**config.mk**
```make
export PLATFORM = sky130hd
export DESIGN_NAME = weight_rotator_top
export DESIGN_NICKNAME = d
export VERILOG_FILES = /design/src/rot_pkg.sv /design/src/weight_rotator_top.sv /design/src/weight_reader.sv /design/src/weight_writer.sv /design/src/weight_bank.sv /design/src/loop_counter.sv
export SDC_FILE = /design/constraint.sdc
export NUM_CORES = 2
export LEC_CHECK = 0
export BUFFER_PORTS_ARGS = -buffer_cell sky130_fd_sc_hd__clkbuf_2
export CORE_MARGIN = 8
export CORE_UTILIZATION = 40
export DETAILED_ROUTE_END_ITERATION = 8
export PLACE_DENSITY_LB_ADDON = 0.3
export SLEW_MARGIN = 20
export SYNTH_ARGS = -nofsm -noshare
export SYNTH_HDL_FRONTEND = slang
export SYNTH_HIERARCHICAL = 1
export SYNTH_MEMORY_MAX_BITS = 65536
export SYNTH_SLANG_ARGS = --single-unit
```
**constraint.sdc**
```tcl
create_clock -name aclk -period 11.3 [get_ports aclk]
set_clock_uncertainty 0.1 [all_clocks]
set_input_delay 0.565 -clock aclk [delete_from_list [all_inputs] [get_ports aclk]]
set_output_delay 0.565 -clock aclk [all_outputs]
set_load 0.1 [all_outputs]
```
**src/rot_pkg.sv**
```systemverilog
////////////////////////////////////////
// Weight rotator sizes and widths
// Header and output user flag structs
////////////////////////////////////////
`default_nettype none

package rot_pkg;

  // Beat layout
  localparam int WORD_W = 8;
  localparam int COLS   = 4;
  localparam int BEAT_W = WORD_W * COLS;

  // Bank storage
  localparam int BANK_DEPTH = 64;
  localparam int ADDR_W     = 6;
  localparam int CFG_BEATS  = 2;
  localparam int CFG_W      = $clog2(CFG_BEATS);

  // Header field widths
  localparam int KW2_W  = 2;
  localparam int CIN_W  = 3;
  localparam int COLS_W = 4;
  localparam int BLK_W  = 2;
  localparam int XN_W   = 2;
  // Kernel counter runs up to 2*kw2
  localparam int KW_W   = KW2_W + 1;

  // First weight address, where every replay restarts
  localparam logic [ADDR_W-1:0] CFG_ADDR = ADDR_W'(CFG_BEATS);
  localparam logic [CFG_W-1:0]  CFG_LAST = CFG_W'(CFG_BEATS - 1);

  typedef struct packed {
    logic [XN_W-1:0]   xn_1;
    logic [BLK_W-1:0]  blocks_1;
    logic [COLS_W-1:0] cols_1;
    logic [CIN_W-1:0]  cin_1;
    logic [KW2_W-1:0]  kw2;
  } header_t;

  typedef struct packed {
    logic             is_config;
    logic [KW2_W-1:0] kw2;
    logic             is_w_first_clk;
    logic             is_cin_last;
    logic             is_w_first_kw2;
    logic             is_w_last;
  } tuser_t;

endpackage

`default_nettype wire
```
**src/weight_rotator_top.sv**
```systemverilog
////////////////////////////////////////
// Weight rotator top level
// Writer, two ping-pong banks, reader
////////////////////////////////////////
`default_nettype none

module weight_rotator_top (
  input  logic                       aclk,
  input  logic                       aresetn,
  input  logic                       i_s_tvalid,
  output logic                       o_s_tready,
  input  logic [rot_pkg::BEAT_W-1:0] i_s_tdata,
  input  logic                       i_s_tlast,
  output logic                       o_m_tvalid,
  input  logic                       i_m_tready,
  output logic [rot_pkg::BEAT_W-1:0] o_m_tdata,
  output logic                       o_m_tlast,
  output rot_pkg::tuser_t            o_m_tuser
);

  logic [1:0]                 wr_en;
  logic [1:0]                 wr_clear;
  logic [1:0]                 full;
  logic [1:0]                 free;
  logic [1:0]                 rd_en;
  logic [1:0]                 rd_restart;
  logic [rot_pkg::BEAT_W-1:0] rd_data0;
  logic [rot_pkg::BEAT_W-1:0] rd_data1;
  rot_pkg::header_t           header0;
  rot_pkg::header_t           header1;

  weight_writer i_weight_writer (
    .aclk(aclk), .aresetn(aresetn),
    .i_s_tvalid(i_s_tvalid), .i_s_tdata(i_s_tdata), .i_s_tlast(i_s_tlast),
    .i_free(free), .o_s_tready(o_s_tready),
    .o_wr_en(wr_en), .o_wr_clear(wr_clear), .o_full(full),
    .o_header0(header0), .o_header1(header1)
  );

  // Ping-pong banks share the input data
  weight_bank i_weight_bank0 (
    .aclk(aclk), .aresetn(aresetn),
    .i_wr_en(wr_en[0]), .i_wr_clear(wr_clear[0]), .i_wr_data(i_s_tdata),
    .i_rd_en(rd_en[0]), .i_rd_restart(rd_restart[0]), .o_rd_data(rd_data0)
  );

  weight_bank i_weight_bank1 (
    .aclk(aclk), .aresetn(aresetn),
    .i_wr_en(wr_en[1]), .i_wr_clear(wr_clear[1]), .i_wr_data(i_s_tdata),
    .i_rd_en(rd_en[1]), .i_rd_restart(rd_restart[1]), .o_rd_data(rd_data1)
  );

  weight_reader i_weight_reader (
    .aclk(aclk), .aresetn(aresetn),
    .i_full(full), .i_header0(header0), .i_header1(header1),
    .i_rd_data0(rd_data0), .i_rd_data1(rd_data1), .i_m_tready(i_m_tready),
    .o_free(free), .o_rd_en(rd_en), .o_rd_restart(rd_restart),
    .o_m_tvalid(o_m_tvalid), .o_m_tdata(o_m_tdata),
    .o_m_tlast(o_m_tlast), .o_m_tuser(o_m_tuser)
  );

endmodule

`default_nettype wire

```
**src/weight_reader.sv**
```systemverilog
////////////////////////////////////////
// Read FSM, nested loop counters, skid
// register, user flags and free flags
////////////////////////////////////////
`default_nettype none

module weight_reader (
  input  logic                       aclk,
  input  logic                       aresetn,
  input  logic [1:0]                 i_full,
  input  rot_pkg::header_t           i_header0,
  input  rot_pkg::header_t           i_header1,
  input  logic [rot_pkg::BEAT_W-1:0] i_rd_data0,
  input  logic [rot_pkg::BEAT_W-1:0] i_rd_data1,
  input  logic                       i_m_tready,
  output logic [1:0]                 o_free,
  output logic [1:0]                 o_rd_en,
  output logic [1:0]                 o_rd_restart,
  output logic                       o_m_tvalid,
  output logic [rot_pkg::BEAT_W-1:0] o_m_tdata,
  output logic                       o_m_tlast,
  output rot_pkg::tuser_t            o_m_tuser
);

  typedef enum logic [1:0] {
    st_idle,
    st_config,
    st_read,
    st_switch
  } state_t;

  typedef struct packed {
    logic                       last;
    rot_pkg::tuser_t            user;
    logic [rot_pkg::BEAT_W-1:0] data;
  } beat_t;

  state_t                     state;
  logic                       idx;
  rot_pkg::header_t           hdr;
  rot_pkg::tuser_t            user;
  logic                       clear;
  logic                       issue;
  logic                       pop;
  logic                       push;
  logic                       deq;
  logic                       lc_cfg, lc_kw, lc_cin, lc_cols, lc_blk, lc_xn;
  logic                       f_kw, f_cin, f_cols, l_kw, l_cin, l_cols;
  logic [rot_pkg::COLS_W-1:0] c_cols;
  logic [rot_pkg::COLS_W-1:0] cols_left;
  // Read in flight and its flags
  logic                       pend;
  logic                       pend_last;
  rot_pkg::tuser_t            pend_user;
  beat_t                      land_beat;
  beat_t                      out_beat;
  beat_t                      skid [2];
  logic [1:0]                 cnt;
  logic                       sk_wr;
  logic                       sk_rd;

  assign hdr   = idx ? i_header1 : i_header0;
  assign clear = !aresetn || (state == st_idle);

  // Issue only when the skid can absorb the result
  assign pop   = o_m_tvalid && i_m_tready;
  assign issue = (state == st_config || state == st_read) &&
                 (3'(cnt) + 3'(pend) <= 3'd1 + 3'(pop));

  assign o_rd_en      = issue ? (2'b01 << idx) : 2'b00;
  assign o_rd_restart = lc_cin ? (2'b01 << idx) : 2'b00;

  loop_counter #(.W(rot_pkg::CFG_W)) i_cnt_cfg (
    .aclk(aclk), .i_clear(clear), .i_en(issue && state == st_config),
    .i_max(rot_pkg::CFG_LAST), .o_count(), .o_first(), .o_last(), .o_last_en(lc_cfg)
  );
  loop_counter #(.W(rot_pkg::KW_W)) i_cnt_kw (
    .aclk(aclk), .i_clear(clear), .i_en(issue && state == st_read),
    .i_max({hdr.kw2, 1'b0}), .o_count(), .o_first(f_kw), .o_last(l_kw), .o_last_en(lc_kw)
  );
  loop_counter #(.W(rot_pkg::CIN_W)) i_cnt_cin (
    .aclk(aclk), .i_clear(clear), .i_en(lc_kw),
    .i_max(hdr.cin_1), .o_count(), .o_first(f_cin), .o_last(l_cin), .o_last_en(lc_cin)
  );
  loop_counter #(.W(rot_pkg::COLS_W)) i_cnt_cols (
    .aclk(aclk), .i_clear(clear), .i_en(lc_cin),
    .i_max(hdr.cols_1), .o_count(c_cols), .o_first(f_cols), .o_last(l_cols),
    .o_last_en(lc_cols)
  );
  loop_counter #(.W(rot_pkg::BLK_W)) i_cnt_blk (
    .aclk(aclk), .i_clear(clear), .i_en(lc_cols),
    .i_max(hdr.blocks_1), .o_count(), .o_first(), .o_last(), .o_last_en(lc_blk)
  );
  loop_counter #(.W(rot_pkg::XN_W)) i_cnt_xn (
    .aclk(aclk), .i_clear(clear), .i_en(lc_blk),
    .i_max(hdr.xn_1), .o_count(), .o_first(), .o_last(), .o_last_en(lc_xn)
  );

  // Flags belong to the address being issued
  assign cols_left           = hdr.cols_1 - c_cols;
  assign user.is_config      = (state == st_config);
  assign user.kw2            = hdr.kw2;
  assign user.is_w_first_clk = f_cols && f_cin && f_kw;
  assign user.is_cin_last    = l_kw && l_cin;
  assign user.is_w_first_kw2 = cols_left < hdr.kw2;
  assign user.is_w_last      = l_cols;

  // Empty skid passes the bank output straight through
  assign land_beat  = '{last: pend_last, user: pend_user, data: idx ? i_rd_data1 : i_rd_data0};
  assign out_beat   = (cnt != 2'd0) ? skid[sk_rd] : land_beat;
  assign o_m_tvalid = (cnt != 2'd0) || pend;
  assign o_m_tdata  = out_beat.data;
  assign o_m_tuser  = out_beat.user;
  assign o_m_tlast  = o_m_tvalid && out_beat.last;
  assign push       = pend && ((cnt != 2'd0) || !pop);
  assign deq        = pop && (cnt != 2'd0);

  always_ff @(posedge aclk) begin
    if (!aresetn) begin
      pend  <= 1'b0;
      cnt   <= 2'd0;
      sk_wr <= 1'b0;
      sk_rd <= 1'b0;
    end else begin
      pend <= issue;
      cnt  <= cnt + 2'(push) - 2'(deq);
      if (push) begin
        sk_wr <= !sk_wr;
      end
      if (deq) begin
        sk_rd <= !sk_rd;
      end
    end
  end

  always_ff @(posedge aclk) begin
    if (issue) begin
      pend_last <= lc_xn;
      pend_user <= user;
    end
    if (push) begin
      skid[sk_wr] <= land_beat;
    end
  end

  always_ff @(posedge aclk) begin
    if (!aresetn) begin
      state  <= st_idle;
      idx    <= 1'b0;
      o_free <= 2'b11;
    end else begin
      case (state)
        st_idle: begin
          if (i_full[idx]) begin
            state       <= st_config;
            o_free[idx] <= 1'b0;
          end
        end
        st_config: begin
          if (lc_cfg) begin
            state <= st_read;
          end
        end
        st_read: begin
          if (lc_xn) begin
            state <= st_switch;
          end
        end
        st_switch: begin
          // Bank returns to the writer once tlast has left
          if (pop && o_m_tlast) begin
            state       <= st_idle;
            idx         <= !idx;
            o_free[idx] <= 1'b1;
          end
        end
        default: begin
          state <= st_idle;
        end
      endcase
    end
  end

  // Stalled beat stays valid and unchanged
  assert property (@(posedge aclk) disable iff (!aresetn)
    o_m_tvalid && !i_m_tready |=> o_m_tvalid && $stable(o_m_tdata));

endmodule

`default_nettype wire

```
**src/weight_writer.sv**
```systemverilog
////////////////////////////////////////
// Write FSM, header capture, full flags
// and bank write strobes
////////////////////////////////////////
`default_nettype none

module weight_writer (
  input  logic                       aclk,
  input  logic                       aresetn,
  input  logic                       i_s_tvalid,
  input  logic [rot_pkg::BEAT_W-1:0] i_s_tdata,
  input  logic                       i_s_tlast,
  input  logic [1:0]                 i_free,
  output logic                       o_s_tready,
  output logic [1:0]                 o_wr_en,
  output logic [1:0]                 o_wr_clear,
  output logic [1:0]                 o_full,
  output rot_pkg::header_t           o_header0,
  output rot_pkg::header_t           o_header1
);

  typedef enum logic [1:0] {
    st_idle,
    st_header,
    st_write,
    st_switch
  } state_t;

  state_t           state;
  logic             idx;
  logic             s_xfer;
  rot_pkg::header_t s_header;

  assign s_header   = rot_pkg::header_t'(i_s_tdata[$bits(rot_pkg::header_t)-1:0]);
  assign o_s_tready = (state == st_header) || (state == st_write);
  assign s_xfer     = i_s_tvalid && o_s_tready;

  // Strobes only reach the bank selected by idx
  assign o_wr_en    = (s_xfer && state == st_write) ? (2'b01 << idx) : 2'b00;
  assign o_wr_clear = (state == st_header) ? (2'b01 << idx) : 2'b00;

  always_ff @(posedge aclk) begin
    if (!aresetn) begin
      state  <= st_idle;
      idx    <= 1'b0;
      o_full <= 2'b00;
    end else begin
      case (state)
        st_idle: begin
          if (i_free[idx]) begin
            state       <= st_header;
            o_full[idx] <= 1'b0;
          end
        end
        st_header: begin
          if (s_xfer) begin
            state <= st_write;
          end
        end
        st_write: begin
          // Frame complete, hand the bank to the reader
          if (s_xfer && i_s_tlast) begin
            state       <= st_switch;
            o_full[idx] <= 1'b1;
          end
        end
        st_switch: begin
          state <= st_idle;
          idx   <= !idx;
        end
        default: begin
          state <= st_idle;
        end
      endcase
    end
  end

  // Loop sizes of each bank
  always_ff @(posedge aclk) begin
    if (s_xfer && state == st_header) begin
      if (idx) begin
        o_header1 <= s_header;
      end else begin
        o_header0 <= s_header;
      end
    end
  end

  // Never overwrite a bank the reader still owns
  assert property (@(posedge aclk) disable iff (!aresetn)
    (o_wr_en & ~i_free) == 2'b00);

endmodule

`default_nettype wire

```
**src/weight_bank.sv**
```systemverilog
////////////////////////////////////////
// Weight bank with write pointer and
// restartable read pointer
////////////////////////////////////////
`default_nettype none

module weight_bank (
  input  logic                       aclk,
  input  logic                       aresetn,
  input  logic                       i_wr_en,
  input  logic                       i_wr_clear,
  input  logic [rot_pkg::BEAT_W-1:0] i_wr_data,
  input  logic                       i_rd_en,
  input  logic                       i_rd_restart,
  output logic [rot_pkg::BEAT_W-1:0] o_rd_data
);

  logic [rot_pkg::BEAT_W-1:0] mem [rot_pkg::BANK_DEPTH];
  // Extra bit so an overrun shows up
  logic [rot_pkg::ADDR_W:0]   wr_ptr;
  logic [rot_pkg::ADDR_W-1:0] rd_ptr;

  always_ff @(posedge aclk) begin
    if (!aresetn || i_wr_clear) begin
      wr_ptr <= '0;
    end else if (i_wr_en) begin
      wr_ptr <= wr_ptr + 1'b1;
    end
  end

  // Config beats sit below CFG_ADDR and are read once after clear
  always_ff @(posedge aclk) begin
    if (!aresetn || i_wr_clear) begin
      rd_ptr <= '0;
    end else if (i_rd_restart) begin
      rd_ptr <= rot_pkg::CFG_ADDR;
    end else if (i_rd_en) begin
      rd_ptr <= rd_ptr + 1'b1;
    end
  end

  always_ff @(posedge aclk) begin
    if (i_wr_en) begin
      mem[wr_ptr[rot_pkg::ADDR_W-1:0]] <= i_wr_data;
    end
    if (i_rd_en) begin
      o_rd_data <= mem[rd_ptr];
    end
  end

  // Whole frame must fit in one bank
  assert property (@(posedge aclk) disable iff (!aresetn)
    i_wr_en |-> wr_ptr < rot_pkg::BANK_DEPTH);

endmodule

`default_nettype wire

```
**src/loop_counter.sv**
```systemverilog
////////////////////////////////////////
// Wrapping loop counter, first/last
// flags, chains through o_last_en
////////////////////////////////////////
`default_nettype none

module loop_counter #(
  parameter int W = 4
) (
  input  logic         aclk,
  input  logic         i_clear,
  input  logic         i_en,
  input  logic [W-1:0] i_max,
  output logic [W-1:0] o_count,
  output logic         o_first,
  output logic         o_last,
  output logic         o_last_en
);

  assign o_first   = (o_count == '0);
  assign o_last    = (o_count == i_max);
  // Enables the next loop level
  assign o_last_en = i_en && o_last;

  always_ff @(posedge aclk) begin
    if (i_clear) begin
      o_count <= '0;
    end else if (i_en) begin
      o_count <= o_last ? '0 : o_count + W'(1);
    end
  end

endmodule

`default_nettype wire

```
# Word level (Yosys, flattened, before mapping)
# Memory sizes are Yosys's and may differ from the RTL's. A register that Yosys moved wholly into a read port is not among the register bits.
# Index checks and enable logic that the tools add are counted.
[word_totals]
regBits = 90
ram_bits = 4176
input_bits = 37
n_memories = 3
[op_classes]
addsub = 15
magnitude_cmp = 6
eq_ne = 18
shift = 2
muxes = 48
n_bitwise = 7
reduce_logical = 55
[memory_table]
columns = ["memory", "words", "width", "read_ports", "rd_clocked_by_memory_dff", "wr", "line", "source"]
rows = [
  ["i_weight_bank0.mem", 64, 32, 1, 1, 1, "weight_bank.sv:18", "logic [rot_pkg::BEAT_W-1:0] mem [rot_pkg::BANK_DEPTH];"],
  ["i_weight_bank1.mem", 64, 32, 1, 1, 1, "weight_bank.sv:18", ""],
  ["i_weight_reader.skid", 2, 40, 1, 1, 1, "weight_reader.sv:57", "beat_t skid [2];"],
]
[ops]
columns = ["operator", "n"]
rows = [
  ["$mux W2", 21],
  ["$mux W40", 1],
  ["$mux W32", 1],
  ["$logic_and A1 B1 Y1", 23],
  ["$pmux W2 S4", 2],
  ["$mux W1", 15],
  ["$add A7 B1 Y7 const B", 2],
  ["$mux W13", 1],
  ["$add A6 B1 Y6 const B", 2],
  ["$reduce_bool A2 Y1", 5],
  ["$reduce_and A3 Y1", 3],
  ["$eq A2 B2 Y1 const B", 4],
  ["$ne A2 B1 Y1 const B", 4],
  ["$pmux W2 S2", 2],
  ["$logic_or A1 B1 Y1", 7],
  ["$add A3 B1 Y3 const B", 2],
  ["$eq A3 B3 Y1", 2],
  ["$logic_not A1 Y1", 6],
  ["$logic_not A3 Y1", 2],
  ["$mux W3", 2],
  ["$ne A2 B2 Y1 const B", 3],
  ["$reduce_and A2 Y1", 3],
  ["$add A2 B1 Y2 const B", 2],
  ["$add A4 B1 Y4 const B", 1],
  ["24 further kinds", 35],
]

# Logic depth before layout (Yosys ltp)
[depth]
ltp_word = 14
depth_mapped = 16

# Hierarchy
# Netlist, hierarchy kept.
[modules_own_cells]
columns = ["module", "instances", "cells_each", "area_each_um2", "seq_area_each_um2"]
rows = [
  ["weight_bank", 2, 3602, 79764.0, 62700.1],
  ["weight_reader", 1, 376, 4952.2, 2862.7],
  ["weight_writer", 1, 67, 1143.6, 880.8],
  ["loop_counter at i_weight_reader.i_cnt_cin ...", 2, 21, 209.0, 60.1],
  ["loop_counter at i_weight_reader.i_cnt_cols", 1, 31, 327.8, 80.1],
  ["loop_counter at i_weight_reader.i_cnt_blk ...", 2, 14, 122.6, 40.0],
  ["loop_counter at i_weight_reader.i_cnt_cfg", 1, 6, 57.6, 20.0],
]

# Worst setup path after synthesis
# Ideal clock, no wire load.
[synth_path]
path_type = "input -> register"
from = "input i_m_tready"
to = "register i_weight_bank0/rd_ptr[5] (netlist bit)"
setup_ns = 0.070
arrival_ns = 4.354
t_required_ns = 11.130
slack_ns = 6.777
stages = 9
path_buffers = 0
cell_sequence = "o31a_1 -> fa_1 -> nor2_1 -> o21a_1 -> o211a_1 -> nor2b_1 -> nand4_1 -> or3_1 -> a21oi_1"
[synth_via]
elab_cells_between_ends = 10
cone_classes = "add/sub: 1; order compare: 1; mux: 2; reduce/logical: 6"
[synth_lines]
columns = ["item", "line", "source"]
rows = [
  ["start, declared", "weight_rotator_top.sv:15", "input logic i_m_tready,"],
  ["$logic_and A1 B1 Y1", "weight_reader.sv:66", "assign pop = o_m_tvalid && i_m_tready;"],
  ["$add A1 B1 Y2", "weight_reader.sv:68", "(3'(cnt) + 3'(pend) <= 3'd1 + 3'(pop));"],
  ["$le A3 B3 Y1", "weight_reader.sv:68", ""],
  ["$logic_and A1 B1 Y1", "weight_reader.sv:67", "assign issue = (state == st_config || state == st_read) &&"],
  ["named net i_weight_reader.issue", "weight_reader.sv:43", "logic issue;"],
  ["$mux W2", "weight_reader.sv:70", "assign o_rd_en = issue ? (2'b01 << idx) : 2'b00;"],
  ["named net rd_en[0]", "weight_rotator_top.sv:25", "logic [1:0] rd_en;"],
  ["end signal, assigned", "weight_bank.sv:36", "rd_ptr <= rot_pkg::CFG_ADDR;"],
  ["end signal, assigned", "weight_bank.sv:38", "rd_ptr <= rd_ptr + 1'b1;"],
  ["end, declared", "weight_bank.sv:21", "logic [rot_pkg::ADDR_W-1:0] rd_ptr;"],
]
# The timed path passes the listed nets, and every way through them passes these cells.
# A chain may end at the register's enable or synchronous reset.

==> out/summary.txt <==
Port Buffers -> 78
Top_reg_cell synth -> edfxtp_1
Synth top area cells -> edfxtp_1 77%, mux4_2 11%, mux2i_1 3.2%
Crit path kind -> reg -> reg
Synth warn -> 6
Final setup viols -> 0
Fraction of the cycle the final worst path needs -> 43.2%
GPL Wtd Cong -> 0.818
GRT Total Usage -> 21.2%
Yosys cell types -> 82
Residual DRC -> 0
Final Max Tran Viols -> 0
Area grow syn2layout -> 13.2%
Worst-path cell chain -> buf_12, buf_4, mux4_2, a22o_1, a211oi_1, a21oi_1, a22o_1
Worst slew pin tran -> 1330 ps
Clock network power share -> 39.5%
Router iterations before antenna repair -> 6
CTS tree -> done
Share of layout cells above drive strength 1 -> 24.3%
H-tree depth -> 5
Status -> finished clean
Crit path max fanout -> 80
Core area -> 416000 sq um
Class of the worst hold path -> in -> reg
Synth top area share -> 77.0%
Flop pwr share -> 50.8%
CP most frequent cell -> a22o_1
Die width -> 662 um
IO Count -> 79
ANT nets after route -> 0
DP HPWL -> 266000 um
WL final -> 476000 um
Post-synth top area cell -> edfxtp_1
CP Data Arrival Time -> 5530 ps
Async SR Flop Fraction -> 0%
Nets -> 8169
Max Cap Viol -> 0
Root buffer cell -> clkbuf_16
Register area share after synthesis -> 77.7%
P_sw -> 8.60 mW
Pin count of the biggest net entering global routing -> 110
Routed wire per std cell -> 34.1 um
Reg2reg path depth -> 7
CTS Sinks -> 4329
Initial antenna violation count -> 32
Worst-Skew Late Latency -> 1020 ps
Total congestion overflow -> 0
R2R Setup Slk -> 6420 ps
Die height -> 662 um
Cts bufs inserted -> 417
Number of synthesized flops with an enable pin -> 4274
Via count -> 83471
Post-synthesis cell count -> 7754
Sw Ratio -> 24.4%
Seq cells post-synth -> 4329
Fillcell total -> 34471
Worst Hold Path Cells -> 1
Resize count post-CTS -> 0
Comb pwr share -> 9.8%
Via density -> 5.97
Crit path largest cell delay -> 900 ps
Post-synth net total -> 7822
Leakage -> 55.9 nW
Tmin final -> 4880 ps
Clk slew on worst S/H paths -> 60 ps
1st-iter DRT viols -> 11018
Cell Int Power -> 26.7 mW
Setup TNS -> 0 ps
Slew headroom -> 10.4%
Power density over the cells -> 187 nW/um^2
Worst path required time -> 11950 ps
Critical path launch point type -> flop
RSZ-0062 raised after global routing -> no
Starting density of the core -> 40.1%
Postcts setup bufs -> 0
Longest Clk Path Bufs -> 4
Final hold violations -> 0
Die area -> 438000 sq um
Mapped cell area -> 167000 sq um
VDD IR max -> 0.000359 V
Syn_area_per_cell -> 21.5 sq um
Placed cells -> 13162
Vias in the first global route -> 83095
First-pass GRT wire length -> 659000 um
Fmax -> 0.205 GHz
Row count -> 237
Final non-filler cell total -> 13971
CP endpoint kind -> flop
CP max stage cell -> dfxtp_4
-- worst max-delay path: cells and delay by family (launching register included) --
family,cells,cell delay (ps)
muxes,1,590
AOI/OAI and AO/OA,4,1510
DFF,1,900
buffers and inverters,2,1390
-- cells by family (layout without fill, tap and decap cells) --
family | Yosys count | count (layout) | share of synthesized area (%)
DFF | 4329 | 4329 | 77.7
muxes | 1425 | 1425 | 14.8
AOI/OAI and AO/OA | 877 | 877 | 3.81
and+or+nand+nor | 579 | 579 | 1.70
buffers and inverters | 474 | 1167 | 1.57
xor gates and xnor gates | 37 | 37 | 0.203
adders and majority gates | 31 | 31 | 0.242
other | 2 | 29 | 0.00451
-- per-layer routing --
layer	routed length, um	GRT usage [%]
met3	43800	4.17
met1	188000	29.1
met4	18800	7.42
met5	96	0
met2	225000	34.0
-- registers in the layout, indices dropped and copies added (netlist names), 7 cells and up, named ones only --
register,count
i_weight_bank0/mem,2048
i_weight_bank1/mem,2048
i_weight_reader/skid,80
i_weight_bank0/o_rd_data,32
i_weight_bank1/o_rd_data,32
i_weight_writer/o_header0,13
i_weight_writer/o_header1,13
i_weight_reader/land_beat,7
-- cells in the mapped netlist (all sizes together) (13+ instances only) --
| cell type | number |
|---|---|
| buf | 243 |
| mux2i | 529 |
| xor2 | 28 |
| nand3 | 51 |
| nor2b | 50 |
| nand2b | 23 |
| o21ai | 87 |
| dfxtp | 55 |
| mux2 | 70 |
| clkbuf | 196 |
| o221ai | 81 |
| inv | 33 |
| a211o | 26 |
| a22oi | 142 |
| o22ai | 124 |
| edfxtp | 4274 |
| a211oi | 131 |
| ha | 29 |
| nor3 | 25 |
| a221oi | 27 |
| nand2 | 151 |
| nand4 | 22 |
| a22o | 52 |
| mux4 | 826 |
| nor2 | 171 |
| a2111oi | 13 |
| a21oi | 124 |
| a32o | 20 |
| and2 | 24 |
-- power groups by stage --
stage	Sequential (mW)	Combinational, mW	Clock, mW
final	17.9	3.44	13.9
after global routing	17.9	3.59	14.7
after CTS	17.9	3.48	14.1
after detailed placement	18.3	3.46	0
after global placement	18.3	3.42	0
after floorplan	18.1	2.46	0
-- worst paths after layout --
check / startpoint / end
worst min register to register: flop / flop
worst max-delay path: i_weight_bank1/rd_ptr[0]$_SDFFE_PP0P_ / i_weight_bank1/o_rd_data[1]$_DFFE_PP_
worst min-delay path: i_s_tdata[30] / i_weight_bank1/mem[33][30]$_DFFE_PP_
worst max register to register: i_weight_bank1/rd_ptr[0]$_SDFFE_PP0P_ / i_weight_bank1/o_rd_data[1]$_DFFE_PP_
-- timing repair --
item | in CTS | in global routing
endpoints found under the setup margin | 0 | 0
hold endpoints to repair | 253 | 0
hold buffers | 17 | 0
-- layout by cell type, fill, tap and decap left out, drive strengths merged, types with 124 or more instances in the layout --
| master | synthesis | final |
|---|---|---|
| edfxtp | 4274 | 4274 |
| a211oi | 131 | 131 |
| nor2 | 171 | 171 |
| a21oi | 124 | 124 |
| a22oi | 142 | 142 |
| o22ai | 124 | 124 |
| nand2 | 151 | 151 |
| mux2i | 529 | 529 |
| buf | 243 | 304 |
| clkbuf | 196 | 543 |
| clkinv | 2 | 195 |
| mux4 | 826 | 826 |
-- cell type report --
type / instances / area (sq um) / area share [%]
flip-flops and latches: 4329 / 129000 / 68.6
multi-input cells: 2951 / 35700 / 18.9
clock buffers: 497 / 10800 / 5.72
well taps: 5497 / 6880 / 3.64
repair buffers: 367 / 2850 / 1.51
clock inverters: 268 / 2790 / 1.48
inverters: 35 / 131 / 0.0696
diodes: 27 / 67.6 / 0.0358
-- per-stage QoR --
step	power (mW)	hold WS [ps]	instance area (sq um)	utilization, %	setup WS, ps
finish	35.3	51.9	189000	45.4	6420
detailed placement	21.7	359	175000	42.1	6350
global route	36.2	47.8	189000	45.4	6260
floorplan	20.6	334	167000	-	6780
CTS	35.5	1.08	189000	45.4	6300
global placement	21.7	349	175000	42.1	6040
No activity file was read; power rests on OpenSTA's default activity.
